===== config.mk =====
export PLATFORM = sky130hd
export DESIGN_NAME = psum_accumulator_flat
export DESIGN_NICKNAME = d
export VERILOG_FILES = /design/src/verilog/buf_mem_pkg.sv /design/src/verilog/conv_acc_pkg.sv /design/src/verilog/sp_ram_if.sv /design/src/verilog/psum_accumulator.sv /design/src/flat_wrapper.sv
export SDC_FILE = /design/constraint.sdc
export NUM_CORES = 1
export LEC_CHECK = 0
export BUFFER_PORTS_ARGS = -buffer_cell sky130_fd_sc_hd__buf_2
export CORE_MARGIN = 3
export CORE_UTILIZATION = 25
export CTS_CLUSTER_DIAMETER = 60
export CTS_CLUSTER_SIZE = 10
export DETAILED_ROUTE_END_ITERATION = 10
export HOLD_SLACK_MARGIN = 0.03
export PLACE_DENSITY = 0.46
export RECOVER_POWER = 25
export SETUP_SLACK_MARGIN = 0.5
export SLEW_MARGIN = 15
export SYNTH_ARGS = -nofsm -noshare
export SYNTH_HDL_FRONTEND = slang
export SYNTH_SLANG_ARGS = --single-unit

===== constraint.sdc =====
create_clock -name clk -period 2.7 [get_ports clk]
set_input_delay 0.135 -clock clk [delete_from_list [all_inputs] [get_ports clk]]
set_output_delay 0.135 -clock clk [all_outputs]
set_load 0.05 [all_outputs]

===== src/verilog/buf_mem_pkg.sv =====
`default_nettype none

package buf_mem_pkg;

  // ----------------------------------------
  // Output buffer geometry
  // ----------------------------------------

  // Word address into the buffer SRAM
  localparam int BUF_ADDR_W = 8;

  // One partial sum per word
  localparam int BUF_DATA_W = 32;

  // The address space is fully populated
  localparam int BUF_DEPTH = 1 << BUF_ADDR_W;

endpackage : buf_mem_pkg

`default_nettype wire


===== src/verilog/conv_acc_pkg.sv =====
`default_nettype none

package conv_acc_pkg;

  // ----------------------------------------
  // Owner of the output buffer
  // ----------------------------------------

  typedef enum logic [1:0] {
    OWN_IDLE    = 2'h0,  // Nobody may touch the SRAM
    OWN_ENGINE  = 2'h1,  // Accumulator does read-modify-write
    OWN_HOST_RD = 2'h2,
    OWN_HOST_WR = 2'h3
  } buf_owner_e;

  // ----------------------------------------
  // Accumulate opcodes
  // ----------------------------------------

  // ADD wraps modulo the word width, MAX compares signed
  typedef enum logic {
    ACC_ADD = 1'b0,
    ACC_MAX = 1'b1
  } acc_op_e;

endpackage : conv_acc_pkg

`default_nettype wire


===== src/verilog/sp_ram_if.sv =====
`timescale 1ns/100ps
`default_nettype none

interface sp_ram_if
  import buf_mem_pkg::*;
();

  logic                  cs;
  logic                  oe;
  logic [BUF_ADDR_W-1:0] addr;
  logic                  w_req;   // High writes w_data at the edge
  logic [BUF_DATA_W-1:0] w_data;
  logic [BUF_DATA_W-1:0] r_data;  // Valid the cycle after a read

  modport master (
    output cs, oe, addr, w_req, w_data,
    input  r_data
  );

  modport memory (
    input  cs, oe, addr, w_req, w_data,
    output r_data
  );

endinterface : sp_ram_if

`default_nettype wire

===== src/verilog/psum_accumulator.sv =====
`timescale 1ns/100ps
`default_nettype none

module psum_accumulator
  import buf_mem_pkg::*;
  import conv_acc_pkg::*;
(
  input  wire logic                  clk,
  input  wire logic                  rst,
  input  wire logic                  acc_valid_i,
  input  wire acc_op_e               acc_op_i,
  input  wire logic [BUF_ADDR_W-1:0] acc_addr_i,
  input  wire logic [BUF_DATA_W-1:0] acc_data_i,
  sp_ram_if.master                   bus
);

  logic                  s1_valid_q;
  acc_op_e               s1_op_q;
  logic [BUF_ADDR_W-1:0] s1_addr_q;
  logic [BUF_DATA_W-1:0] s1_data_q;
  logic [BUF_DATA_W-1:0] result;

  // ----------------------------------------
  // Stage one: read issue
  // ----------------------------------------

  always_ff @(posedge clk or posedge rst) begin
    if (rst) begin
      s1_valid_q <= 1'b0;
    end else begin
      s1_valid_q <= acc_valid_i;
    end
  end

  always_ff @(posedge clk) begin
    if (acc_valid_i) begin
      s1_op_q   <= acc_op_i;
      s1_addr_q <= acc_addr_i;
      s1_data_q <= acc_data_i;
    end
  end

  // ----------------------------------------
  // Stage two: combine and write back
  // ----------------------------------------

  always_comb begin
    case (s1_op_q)
      ACC_MAX: begin
        result = ($signed(bus.r_data) > $signed(s1_data_q)) ? bus.r_data : s1_data_q;
      end
      default: result = bus.r_data + s1_data_q;  // Wraps on overflow
    endcase
  end

  // The write of the older item owns the port in its cycle
  always_comb begin
    bus.cs     = acc_valid_i || s1_valid_q;
    bus.oe     = acc_valid_i && !s1_valid_q;
    bus.w_req  = s1_valid_q;
    bus.addr   = s1_valid_q ? s1_addr_q : acc_addr_i;
    bus.w_data = s1_valid_q ? result : '0;
  end

  // Back-to-back items would collide with the write-back
  a_item_spacing: assert property (
    @(posedge clk) disable iff (rst) acc_valid_i |=> !acc_valid_i
  );

endmodule : psum_accumulator

`default_nettype wire


===== src/flat_wrapper.sv =====
// flat-port wrapper written by rule: the top's interface ports become plain ports
module psum_accumulator_flat import buf_mem_pkg::*; import conv_acc_pkg::*;
  (clk, rst, acc_valid_i, acc_op_i, acc_addr_i, acc_data_i, bus_cs, bus_oe, bus_addr, bus_w_req, bus_w_data, bus_r_data);
  sp_ram_if bus_i ();
  input  wire logic clk;
  input  wire logic rst;
  input  wire logic acc_valid_i;
  input  wire acc_op_e acc_op_i;
  input  wire logic [BUF_ADDR_W-1:0] acc_addr_i;
  input  wire logic [BUF_DATA_W-1:0] acc_data_i;
  output wire logic [$bits(bus_i.cs)-1:0] bus_cs;
  output wire logic [$bits(bus_i.oe)-1:0] bus_oe;
  output wire logic [$bits(bus_i.addr)-1:0] bus_addr;
  output wire logic [$bits(bus_i.w_req)-1:0] bus_w_req;
  output wire logic [$bits(bus_i.w_data)-1:0] bus_w_data;
  input wire logic [$bits(bus_i.r_data)-1:0] bus_r_data;
  assign bus_cs = bus_i.cs;
  assign bus_oe = bus_i.oe;
  assign bus_addr = bus_i.addr;
  assign bus_w_req = bus_i.w_req;
  assign bus_w_data = bus_i.w_data;
  assign bus_i.r_data = bus_r_data;
  psum_accumulator u_core (.clk(clk), .rst(rst), .acc_valid_i(acc_valid_i), .acc_op_i(acc_op_i), .acc_addr_i(acc_addr_i), .acc_data_i(acc_data_i), .bus(bus_i));
endmodule

==> metrics.txt <==
dominant cell type by area after synthesis edfxtp_1; final design area excluding fillers 8910 um2; dominant cells by area after synthesis edfxtp_1, ha_1, a21oi_1; status finished with violations; RSZ-0062 raised after global routing yes; DR vias 5038; post-route setup TNS -17.93 ns; fmax 298 MHz; Via density about 4.7; die width about 140 um; worst path bufs/invs 2; critical path class register to output pin; Post-synth top cells ha_1, a21oi_1, inv_1; Yosys top cell area share 27.1%; global-route wire length before repair 26500 um; critical path data arrival time about 3.2 ns; Total GRT Usage about 17%; largest net degree at the start of global routing 42; final worst slack -0.659 ns; Remaining DRCs 0; clock root cell clkbuf_16; initial antenna violation count 0; DR iter-0 viols 231; Core Area 17500 um2; Tcrit/Tclk final 124%; Mapped Cells 505; sw frac slightly above 40%; CP Cell Sequence inv_2, ha_4, or3_4, or2_4, o221a_4, o2bb2ai_4, o221ai_4, o211ai_4, o221ai_2, xor2_1, o211a_4, buf_8; leakage power 3.78 nW; Least-Margin Pin Slew 1.36 ns; count of different cell masters after synthesis 61; relative slew slack 9.16%; Die ar. 19800 um2; Antenna Violating Nets Remaining 0; worst hold path class primary input to async pin; cell area after synthesis about 4500 um2; CTS buffer count 5; mean post-synth cell area 8.98 um2; PwrDens 453 nW/um2; ys async rst share 2.38%; final setup fails 32; First-pass DRT Iterations 4; P_sw 1.64 mW; CTS tree done; H-tree level count 2; most common cell in the synthesized netlist ha_1; Synth Register Bits 42; RePlAce Congestion 0.860; Max stage delay on crit path about 0.41 ns; combinational share of power 63.2%; Internal Power 2.39 mW; Reg power frac 20.0%; Tmin final 3.36 ns; Crit Path Max Fanout 4; final wirelength 16800 um; Max-cap violations 0; share of layout cells above drive strength 1 54.6%; fin nets slightly below 1000; number of global-route vias before repair 5350; syn_nets 645; CTS max path bufs 2; DP HPWL 12400 um; routed len/inst 15.7 um; Top Family by Delay on Critical Path compound AO/OA/AOI/OAI gates; Clock Pin Slew Worst Setup and Hold Paths around 0.080 ns; Tot Pwr 4.04 mW; I/O pin count 119; WP data required between 2 and 3 ns; Layout area overhead 96.3%; CP Capture Type output pin; Starting Density between 20% and 30%; Die Ht 141 um; placed instance area between 7000 and 8000 um2; Final Util 50.8%; Clk pwr share 16.8%; total gr overflow 0; final slew viol count 0; Worst VDD drop 0.000280 V; ant diodes 0; port bufs 118; Post-synth EDFFs 41; CP max stage cell edfxtp_1; leading register cell type out of synthesis edfxtp_1; CTS Sinks 42; failing checks negative setup slack; Fin. Hold Viols 0; Synth warnings 0; register area share after synthesis 27.7%; Startpoint Class register; Rows 48
==> tightest hold or removal path: stages <==
cell	delay, ns
dlygate4sd3_1	0.54
buf_2	0.12
inv_1	0.05
==> worst paths after layout <==
check                                               from                             end  slack, ns  depth (start not counted)
min in group clk                          acc_data_i[10]  u_core.s1_data_q[10]$_DFFE_PP_       0.53                          2
worst min-delay path                                 rst      u_core.bus.w_req$_DFF_PP0_       0.21                          3
worst max-delay path       u_core.s1_data_q[9]$_DFFE_PP_                  bus_w_data[31]      -0.66                         12
max in group asynchronous                            rst      u_core.bus.w_req$_DFF_PP0_       2.40                          3
==> logic make-up (layout without fill, tap and decap cells) <==
group,Yosys count,in the layout,share of synthesized area (%)
muxes,35,35,7.94
and+or+nand+nor,98,98,11.6
DFF,42,42,27.7
AOI/OAI and AO/OA,160,160,22.3
buffers and inverters,79,418,7.36
adders and majority gates,64,64,17.8
xor gates and xnor gates,27,27,5.21
==> final cells by class <==
cell class                 count  area (um2)
sequential                    42        1260
fill                        1607        8630
clock buffer                   5         125
multi-input combinational    384        4110
tap                          225         282
clock inverter                 3        25.0
inverter                      59         221
timing repair buffer         351        2890
==> routing by layer <==
layer / GRT usage (%) / wire (um) / share of wire [%]
met5: 0 / 0 / 0
met4: 4.69 / 322 / 1.9
met3: 3.36 / 698 / 4.2
met2: 29.9 / 8360 / 50
met1: 20.0 / 7400 / 44
==> flip-flops by register name, indices dropped and copies added (netlist names) <==
| signal | flops |
|---|---|
| u_core.s1_addr_q | 8 |
| u_core.bus.w_req | 1 |
| u_core.s1_data_q | 32 |
| u_core.s1_op_q | 1 |
==> power groups by stage <==
stage          clock, mW  combinational [mW]  sequential (mW)
6_report           0.676                2.55            0.807
5_1_grt            0.720                2.72            0.812
4_1_cts            0.695                2.45            0.807
3_5_place_dp           0                1.99            0.823
3_3_place_gp           0                1.98            0.821
2_1_floorplan          0                1.28            0.823
==> metrics by stage <==
step / cells / hold slack, ns / worst slack (ns)
after global placement: 982 / -0.0294 / -0.411
final: 1069 / 0.205 / -0.659
after CTS: 1051 / 0.191 / -0.676
after global routing: 1069 / 0.224 / -0.790
after detailed placement: 982 / -0.0210 / -0.469
after floorplan: 505 / -0.136 / -0.167
==> cells in the final DEF, fill, tap and decap left out, types with 5 or more instances in the layout <==
cell           instances
buf_4                166
buf_2                 85
inv_1                 49
dlygate4sd3_1         42
edfxtp_1              41
buf_6                 40
ha_1                  39
a21oi_1               34
mux2i_4               27
o21ai_0               27
nor2_1                24
a21oi_4               22
xnor2_1               21
ha_4                  21
nand2_1               16
inv_2                 10
buf_12                10
mux2_2                 8
nand4_1                8
o31ai_1                8
o211ai_1               7
a21oi_2                6
nor2b_1                6
nand2b_1               6
xor2_1                 6
clkbuf_16              6
o21ai_1                5
==> repair_timing <==
item | in CTS | in global routing
endpoints found under the hold margin | 42 | 0
pin swaps | 11 | 19
gates resized for setup | 144 | 34
setup buffers | 17 | 17
cloned | 2 | 1
endpoints found under the setup margin | 40 | 32
hold buffers | 42 | 0
Note: power is estimated with default switching activity, not from simulation.
