[config.mk]
export PLATFORM = sky130hd
export DESIGN_NAME = out_buf_wrapper_flat
export DESIGN_NICKNAME = d
export VERILOG_FILES = /design/src/verilog/buf_mem_pkg.sv /design/src/verilog/conv_acc_pkg.sv /design/src/verilog/sp_ram_if.sv /design/src/verilog/out_buf_wrapper.sv /design/src/flat_wrapper.sv
export SDC_FILE = /design/constraint.sdc
export NUM_CORES = 1
export LEC_CHECK = 0
export ABC_AREA = 1
export ABC_CLOCK_PERIOD_IN_PS = 2900
export BUFFER_PORTS_ARGS = -buffer_cell sky130_fd_sc_hd__buf_4
export CAP_MARGIN = 0
export CORE_AREA = 2 2 89 91
export DETAILED_ROUTE_END_ITERATION = 8
export DIE_AREA = 0 0 91 93
export GPL_TIMING_DRIVEN = 0
export PLACE_DENSITY_LB_ADDON = 0.08
export SLEW_MARGIN = 25
export SYNTH_ARGS = -nofsm -noshare
export SYNTH_HDL_FRONTEND = slang
export SYNTH_SLANG_ARGS = --single-unit
[constraint.sdc]
create_clock -name clk -period 2.9 [get_ports clk]
set_clock_uncertainty 0.2 [all_clocks]
set_input_delay 0.29 -clock clk [delete_from_list [all_inputs] [get_ports clk]]
set_output_delay 0.29 -clock clk [all_outputs]
set_load 0.005 [all_outputs]
[src/verilog/buf_mem_pkg.sv]
`default_nettype none

package buf_mem_pkg;

  // ----------------------------------------
  // Output buffer geometry
  // ----------------------------------------

  // Word address into the buffer SRAM
  localparam int BUF_ADDR_W = 8;

  // One partial sum per word
  localparam int BUF_DATA_W = 32;

  // The address space is fully populated
  localparam int BUF_DEPTH = 1 << BUF_ADDR_W;

endpackage : buf_mem_pkg

`default_nettype wire

[src/verilog/conv_acc_pkg.sv]
`default_nettype none

package conv_acc_pkg;

  // ----------------------------------------
  // Owner of the output buffer
  // ----------------------------------------

  typedef enum logic [1:0] {
    OWN_IDLE    = 2'h0,  // Nobody may touch the SRAM
    OWN_ENGINE  = 2'h1,  // Accumulator does read-modify-write
    OWN_HOST_RD = 2'h2,
    OWN_HOST_WR = 2'h3
  } buf_owner_e;

  // ----------------------------------------
  // Accumulate opcodes
  // ----------------------------------------

  // ADD wraps modulo the word width, MAX compares signed
  typedef enum logic {
    ACC_ADD = 1'b0,
    ACC_MAX = 1'b1
  } acc_op_e;

endpackage : conv_acc_pkg

`default_nettype wire

[src/verilog/sp_ram_if.sv]
`timescale 1ns/100ps
`default_nettype none

interface sp_ram_if
  import buf_mem_pkg::*;
();

  logic                  cs;
  logic                  oe;
  logic [BUF_ADDR_W-1:0] addr;
  logic                  w_req;   // High writes w_data at the edge
  logic [BUF_DATA_W-1:0] w_data;
  logic [BUF_DATA_W-1:0] r_data;  // Valid the cycle after a read

  modport master (
    output cs, oe, addr, w_req, w_data,
    input  r_data
  );

  modport memory (
    input  cs, oe, addr, w_req, w_data,
    output r_data
  );

endinterface : sp_ram_if

`default_nettype wire
[src/verilog/out_buf_wrapper.sv]
`timescale 1ns/100ps
`default_nettype none

module out_buf_wrapper
  import buf_mem_pkg::*;
  import conv_acc_pkg::*;
(
  input  wire logic                  clk,
  input  wire logic                  rst,
  input  wire logic                  enb_i,
  input  wire logic                  host_ar_i,
  input  wire logic                  host_aw_i,
  input  wire logic                  host_fin_i,
  input  wire logic                  host_cs_i,
  input  wire logic                  host_oe_i,
  input  wire logic [BUF_ADDR_W-1:0] host_addr_i,
  input  wire logic [BUF_DATA_W-1:0] host_wdata_i,
  output      logic                  rvalid_o,
  output      logic [BUF_DATA_W-1:0] rdata_o,
  sp_ram_if.memory                   eng_bus,
  sp_ram_if.master                   mem_bus
);

  buf_owner_e state_q;
  buf_owner_e state_d;
  logic       host_rd_issue;
  logic       eng_rd_issue;
  logic       host_rd_q;  // Last read came from the host
  logic       eng_rd_q;   // Last read came from the accumulator

  // ----------------------------------------
  // Owner FSM
  // ----------------------------------------

  always_ff @(posedge clk or posedge rst) begin
    if (rst) begin
      state_q <= OWN_IDLE;
    end else begin
      state_q <= state_d;
    end
  end

  always_comb begin
    state_d = state_q;
    case (state_q)
      OWN_IDLE, OWN_ENGINE: begin
        // Read phase wins when both strobes arrive together
        if (host_ar_i && enb_i) begin
          state_d = OWN_HOST_RD;
        end else if (host_aw_i && enb_i) begin
          state_d = OWN_HOST_WR;
        end
      end
      OWN_HOST_RD, OWN_HOST_WR: begin
        if (host_fin_i && enb_i) state_d = OWN_ENGINE;  // Hand buffer to engine
      end
      default: state_d = OWN_IDLE;
    endcase
  end

  // ----------------------------------------
  // SRAM port steering
  // ----------------------------------------

  always_comb begin
    mem_bus.cs     = 1'b0;
    mem_bus.oe     = 1'b0;
    mem_bus.addr   = '0;
    mem_bus.w_req  = 1'b0;
    mem_bus.w_data = '0;
    case (state_q)
      OWN_ENGINE: begin
        mem_bus.cs     = eng_bus.cs;
        mem_bus.oe     = eng_bus.oe;
        mem_bus.addr   = eng_bus.addr;
        mem_bus.w_req  = eng_bus.w_req;
        mem_bus.w_data = eng_bus.w_data;
      end
      OWN_HOST_RD: begin
        mem_bus.cs   = host_cs_i && enb_i;
        mem_bus.oe   = host_oe_i;
        mem_bus.addr = host_addr_i;  // Writes stay off in this phase
      end
      OWN_HOST_WR: begin
        mem_bus.cs     = host_cs_i && enb_i;
        mem_bus.addr   = host_addr_i;
        mem_bus.w_req  = 1'b1;
        mem_bus.w_data = host_wdata_i;
      end
      default: ;
    endcase
  end

  // Read data returns one cycle late, so route it by who asked
  assign host_rd_issue = (state_q == OWN_HOST_RD) && host_cs_i && host_oe_i && enb_i;
  assign eng_rd_issue  = (state_q == OWN_ENGINE) && eng_bus.cs && eng_bus.oe
                         && !eng_bus.w_req;

  always_ff @(posedge clk or posedge rst) begin
    if (rst) begin
      host_rd_q <= 1'b0;
      eng_rd_q  <= 1'b0;
    end else begin
      host_rd_q <= host_rd_issue;
      eng_rd_q  <= eng_rd_issue;
    end
  end

  assign rvalid_o       = host_rd_q;
  assign rdata_o        = host_rd_q ? mem_bus.r_data : '0;
  assign eng_bus.r_data = eng_rd_q ? mem_bus.r_data : '0;

  // ----------------------------------------
  // Checks
  // ----------------------------------------

  // Items are only allowed while the engine owns the buffer
  a_eng_owns: assert property (
    @(posedge clk) disable iff (rst) eng_bus.cs |-> state_q == OWN_ENGINE
  );

  // Host read data must match an actual host read on the SRAM port
  a_rvalid_src: assert property (
    @(posedge clk) disable iff (rst)
    rvalid_o |-> $past(mem_bus.cs && mem_bus.oe && !mem_bus.w_req
                       && state_q == OWN_HOST_RD)
  );

  // A reclaim in the middle of a read-modify-write would drop the update
  a_no_reclaim_mid_item: assert property (
    @(posedge clk) disable iff (rst)
    (state_q == OWN_ENGINE && enb_i && (host_ar_i || host_aw_i)) |-> !eng_bus.cs
  );

endmodule : out_buf_wrapper

`default_nettype wire

[src/flat_wrapper.sv]
// flat-port wrapper written by rule: the top's interface ports become plain ports
module out_buf_wrapper_flat import buf_mem_pkg::*; import conv_acc_pkg::*;
  (clk, rst, enb_i, host_ar_i, host_aw_i, host_fin_i, host_cs_i, host_oe_i, host_addr_i, host_wdata_i, rvalid_o, rdata_o, eng_bus_cs, eng_bus_oe, eng_bus_addr, eng_bus_w_req, eng_bus_w_data, eng_bus_r_data, mem_bus_cs, mem_bus_oe, mem_bus_addr, mem_bus_w_req, mem_bus_w_data, mem_bus_r_data);
  sp_ram_if eng_bus_i ();
  sp_ram_if mem_bus_i ();
  input  wire logic clk;
  input  wire logic rst;
  input  wire logic enb_i;
  input  wire logic host_ar_i;
  input  wire logic host_aw_i;
  input  wire logic host_fin_i;
  input  wire logic host_cs_i;
  input  wire logic host_oe_i;
  input  wire logic [BUF_ADDR_W-1:0] host_addr_i;
  input  wire logic [BUF_DATA_W-1:0] host_wdata_i;
  output      logic rvalid_o;
  output      logic [BUF_DATA_W-1:0] rdata_o;
  input wire logic [$bits(eng_bus_i.cs)-1:0] eng_bus_cs;
  input wire logic [$bits(eng_bus_i.oe)-1:0] eng_bus_oe;
  input wire logic [$bits(eng_bus_i.addr)-1:0] eng_bus_addr;
  input wire logic [$bits(eng_bus_i.w_req)-1:0] eng_bus_w_req;
  input wire logic [$bits(eng_bus_i.w_data)-1:0] eng_bus_w_data;
  output wire logic [$bits(eng_bus_i.r_data)-1:0] eng_bus_r_data;
  output wire logic [$bits(mem_bus_i.cs)-1:0] mem_bus_cs;
  output wire logic [$bits(mem_bus_i.oe)-1:0] mem_bus_oe;
  output wire logic [$bits(mem_bus_i.addr)-1:0] mem_bus_addr;
  output wire logic [$bits(mem_bus_i.w_req)-1:0] mem_bus_w_req;
  output wire logic [$bits(mem_bus_i.w_data)-1:0] mem_bus_w_data;
  input wire logic [$bits(mem_bus_i.r_data)-1:0] mem_bus_r_data;
  assign eng_bus_i.cs = eng_bus_cs;
  assign eng_bus_i.oe = eng_bus_oe;
  assign eng_bus_i.addr = eng_bus_addr;
  assign eng_bus_i.w_req = eng_bus_w_req;
  assign eng_bus_i.w_data = eng_bus_w_data;
  assign eng_bus_r_data = eng_bus_i.r_data;
  assign mem_bus_cs = mem_bus_i.cs;
  assign mem_bus_oe = mem_bus_i.oe;
  assign mem_bus_addr = mem_bus_i.addr;
  assign mem_bus_w_req = mem_bus_i.w_req;
  assign mem_bus_w_data = mem_bus_i.w_data;
  assign mem_bus_i.r_data = mem_bus_r_data;
  out_buf_wrapper u_core (.clk(clk), .rst(rst), .enb_i(enb_i), .host_ar_i(host_ar_i), .host_aw_i(host_aw_i), .host_fin_i(host_fin_i), .host_cs_i(host_cs_i), .host_oe_i(host_oe_i), .host_addr_i(host_addr_i), .host_wdata_i(host_wdata_i), .rvalid_o(rvalid_o), .rdata_o(rdata_o), .eng_bus(eng_bus_i), .mem_bus(mem_bus_i));
endmodule
==> impl_results.md <==
* Status: complete, no violations
* Post-Syn Area at approximately 1600 µm²
* Post-Syn Nets at 445
* H-tree levels at 1
* Syn avg cell area at about 5.2 µm²
* Setup Fix Bufs, Post-CTS at 0
* Final Util at 0.4717
* CP max stage cell: dfrtp_1
* Vias at roughly 2,600
* Maximum net fanout on the critical path at 10
* Worst Setup End Kind: primary output
* Die height at about 93 µm
* CTS tree: done
* Setup TNS at 0 ns
* First-pass GRT wire length at about 12,000 µm
* Setup ws final at ~0.74 ns
* WL final at about 8000 µm
* Crit path launch type: flip-flop
* Top Ports at between 200 and 250
* GRT Total Usage at 0.1752
* CP Cell Sequence: inv_1, ha_1, buf_4, buf_6, a21oi_1, nor2_2, buf_4
* Design area at approximately 3600 µm²
* HP Start: eng_bus_w_req
* Grt total ovfl at 0
* CP most frequent cell: buf_4
* Core ar. at roughly 7500 µm²
* Post-DRT Antenna Nets at 0
* Routed len/inst at 12.36 µm
* Actual slew at the worst max-slew pin at around 0.44 ns
* Fmax at about 0.46 GHz
* Final setup fails at 0
* Leakage at 2.414 nW
* IO buf count at between 200 and 250
* Pre-CTS setup slack at approximately 0.97 ns
* Max-cap violations at 0
* WS Path Type: flip-flop to primary output
* Max Used Layer: met4
* Final weighted congestion in routability-driven placement at roughly 0.83
* Clock buffer count from CTS at 3
* Clock transition at the registers of the reported paths at 0.03 ns
* Area post-placement at 3500 µm²
* Post-CTS Hold Buffers at 1
* Row cnt at 32
* RSZ-0062 raised after global routing: false
* Largest net degree at the start of global routing at 11
* Vias in the first global route at ~2,400
* Worst min-delay path category: input pin to flip-flop
* Final hold vios at 0
* Clk_lat worst skew at approximately 0.21 ns
* CP Data Required Time at around 2.4 ns
* Initial Utilization at 0.2186
* Minimum clock period after layout at between 2 and 2.5 ns
* Commonest cells after routing, fill and taps aside: 232 x buf_4, 155 x nand2_1, 69 x inv_1, 28 x o21ai_2, 10 x a21oi_1
* Met1 wire length at around 3100 µm
* Clk root buf: clkbuf_8
* Synth unique cells at 25
* Final total power at approximately 2.3 mW
* Initial DRC Count at 81
* Clk buf depth at 2
* # diodes at 0
* Layout cells sized above 1 at 0.5274
* Syn. warnings at 0
* Max stage delay on crit path at approximately 0.45 ns
* Hpwl dp at about 6800 µm
* CTS resizes at 0
* Area delta synth->final at 115.8%
* Worst r2r src: u_core.state_q[0]
* Via density at 4.009
* Met3 routed WL at about 560 µm
* CP Data Arrival Time at between 1.5 and 2 ns
* Slew Limit Fails at 0
* Met2 wire length at around 4300 µm
* Fin nets at around 680
* VDD IR max at 379.7 µV
* Headroom to the max-slew limit at 0.7050
* Die W at around 91 µm
* 1st-pass router iterations at 4
* Cell Pwr Density at 641.4 nW/µm²
* Filler cells at 829
* Worst setup path start: u_core.state_q[1]
* Post-Syn Instances at 314
* Die area at around 8500 µm²
* Initial antenna violation count at 0
* #FFs+latches synth at 4
* Clock sinks at 4
* Post-synthesis sequential area ratio at 0.06084
* DRC errors left at 0
* Final worst path period share at 0.7439
* Commonest non-fill, non-tap cell in the layout: buf_4
cell type report:
class / instances / area, µm² / area share
Buffer: 19 / 148.9 / 0.04193
Clock buffer: 3 / 41.29 / 0.01163
Inverter: 71 / 269.0 / 0.07576
Multi-Input combinational cell: 220 / 1127 / 0.3175
Sequential cell: 4 / 100.1 / 0.02819
Tap cell: 102 / 127.6 / 0.03594
Timing Repair Buffer: 231 / 1737 / 0.4891
worst max-delay path, delay by kind of cell, from the launching register on:
kind,cells,cell delay [ns]
AO/OA/AOI/OAI,1,0.17
adder cells (fa/ha/maj),1,0.20
buffers and inverters,4,0.58
flip-flops,1,0.45
AND/OR/NAND/NOR,1,0.04
flip-flops by register name, indices dropped and copies added (netlist names):
register / count
u_core.eng_rd_q: 1
u_core.state_q: 2
u_core.rvalid_o: 1
through the flow:
stage	hold slack, ns	instances
2_1_floorplan	-0.1439	314
3_3_place_gp	-0.01190	646
3_5_place_dp	-0.01219	646
4_1_cts	0.05358	650
5_1_grt	0.06257	650
6_report	0.06234	650
cells in the mapped netlist, drive strengths merged:
library cell	instances	area share
nand3	5	0.021
buf	19	0.090
dfrtp	4	0.061
a21boi	1	0.0046
inv	71	0.16
nor3b	1	0.0046
nand2	158	0.38
nor2	4	0.021
o21ai	32	0.16
a21oi	11	0.036
ha	8	0.061
logic make-up after synthesis:
| logic type | count (synthesis) | synth area share |
|---|---|---|
| simple gates | 168 | 0.4228 |
| flops | 4 | 0.06084 |
| buf+inv | 90 | 0.2540 |
| compound gates | 44 | 0.2015 |
| fa+ha+maj | 8 | 0.06084 |
report_power, final:
part / internal (mW) / switching (mW)
Clock: 0.0882 / 0.0262
Sequential: 0.0737 / 0.0318
Combinational: 1.00 / 1.06
Total: 1.16 / 1.11
worst paths after layout:
path | endpoint | slack, ns | depth (start not counted)
max in group asynchronous | u_core.rvalid_o | 2.04 | 3
min reg2reg | u_core.state_q[1] | 0.41 | 2
max reg2reg | u_core.state_q[1] | 1.25 | 8
min in group asynchronous | u_core.state_q[1] | 0.31 | 3
max | mem_bus_w_req | 0.74 | 7
min | u_core.eng_rd_q | 0.06 | 2
layer usage:
metal,up-vias,GRT usage
met2,108,0.3444
met4,0,0.02020
met5,-,0
li1,1375,-
met1,1119,0.2034
met3,4,0.02901
No activity file was read; power rests on OpenSTA's default activity.
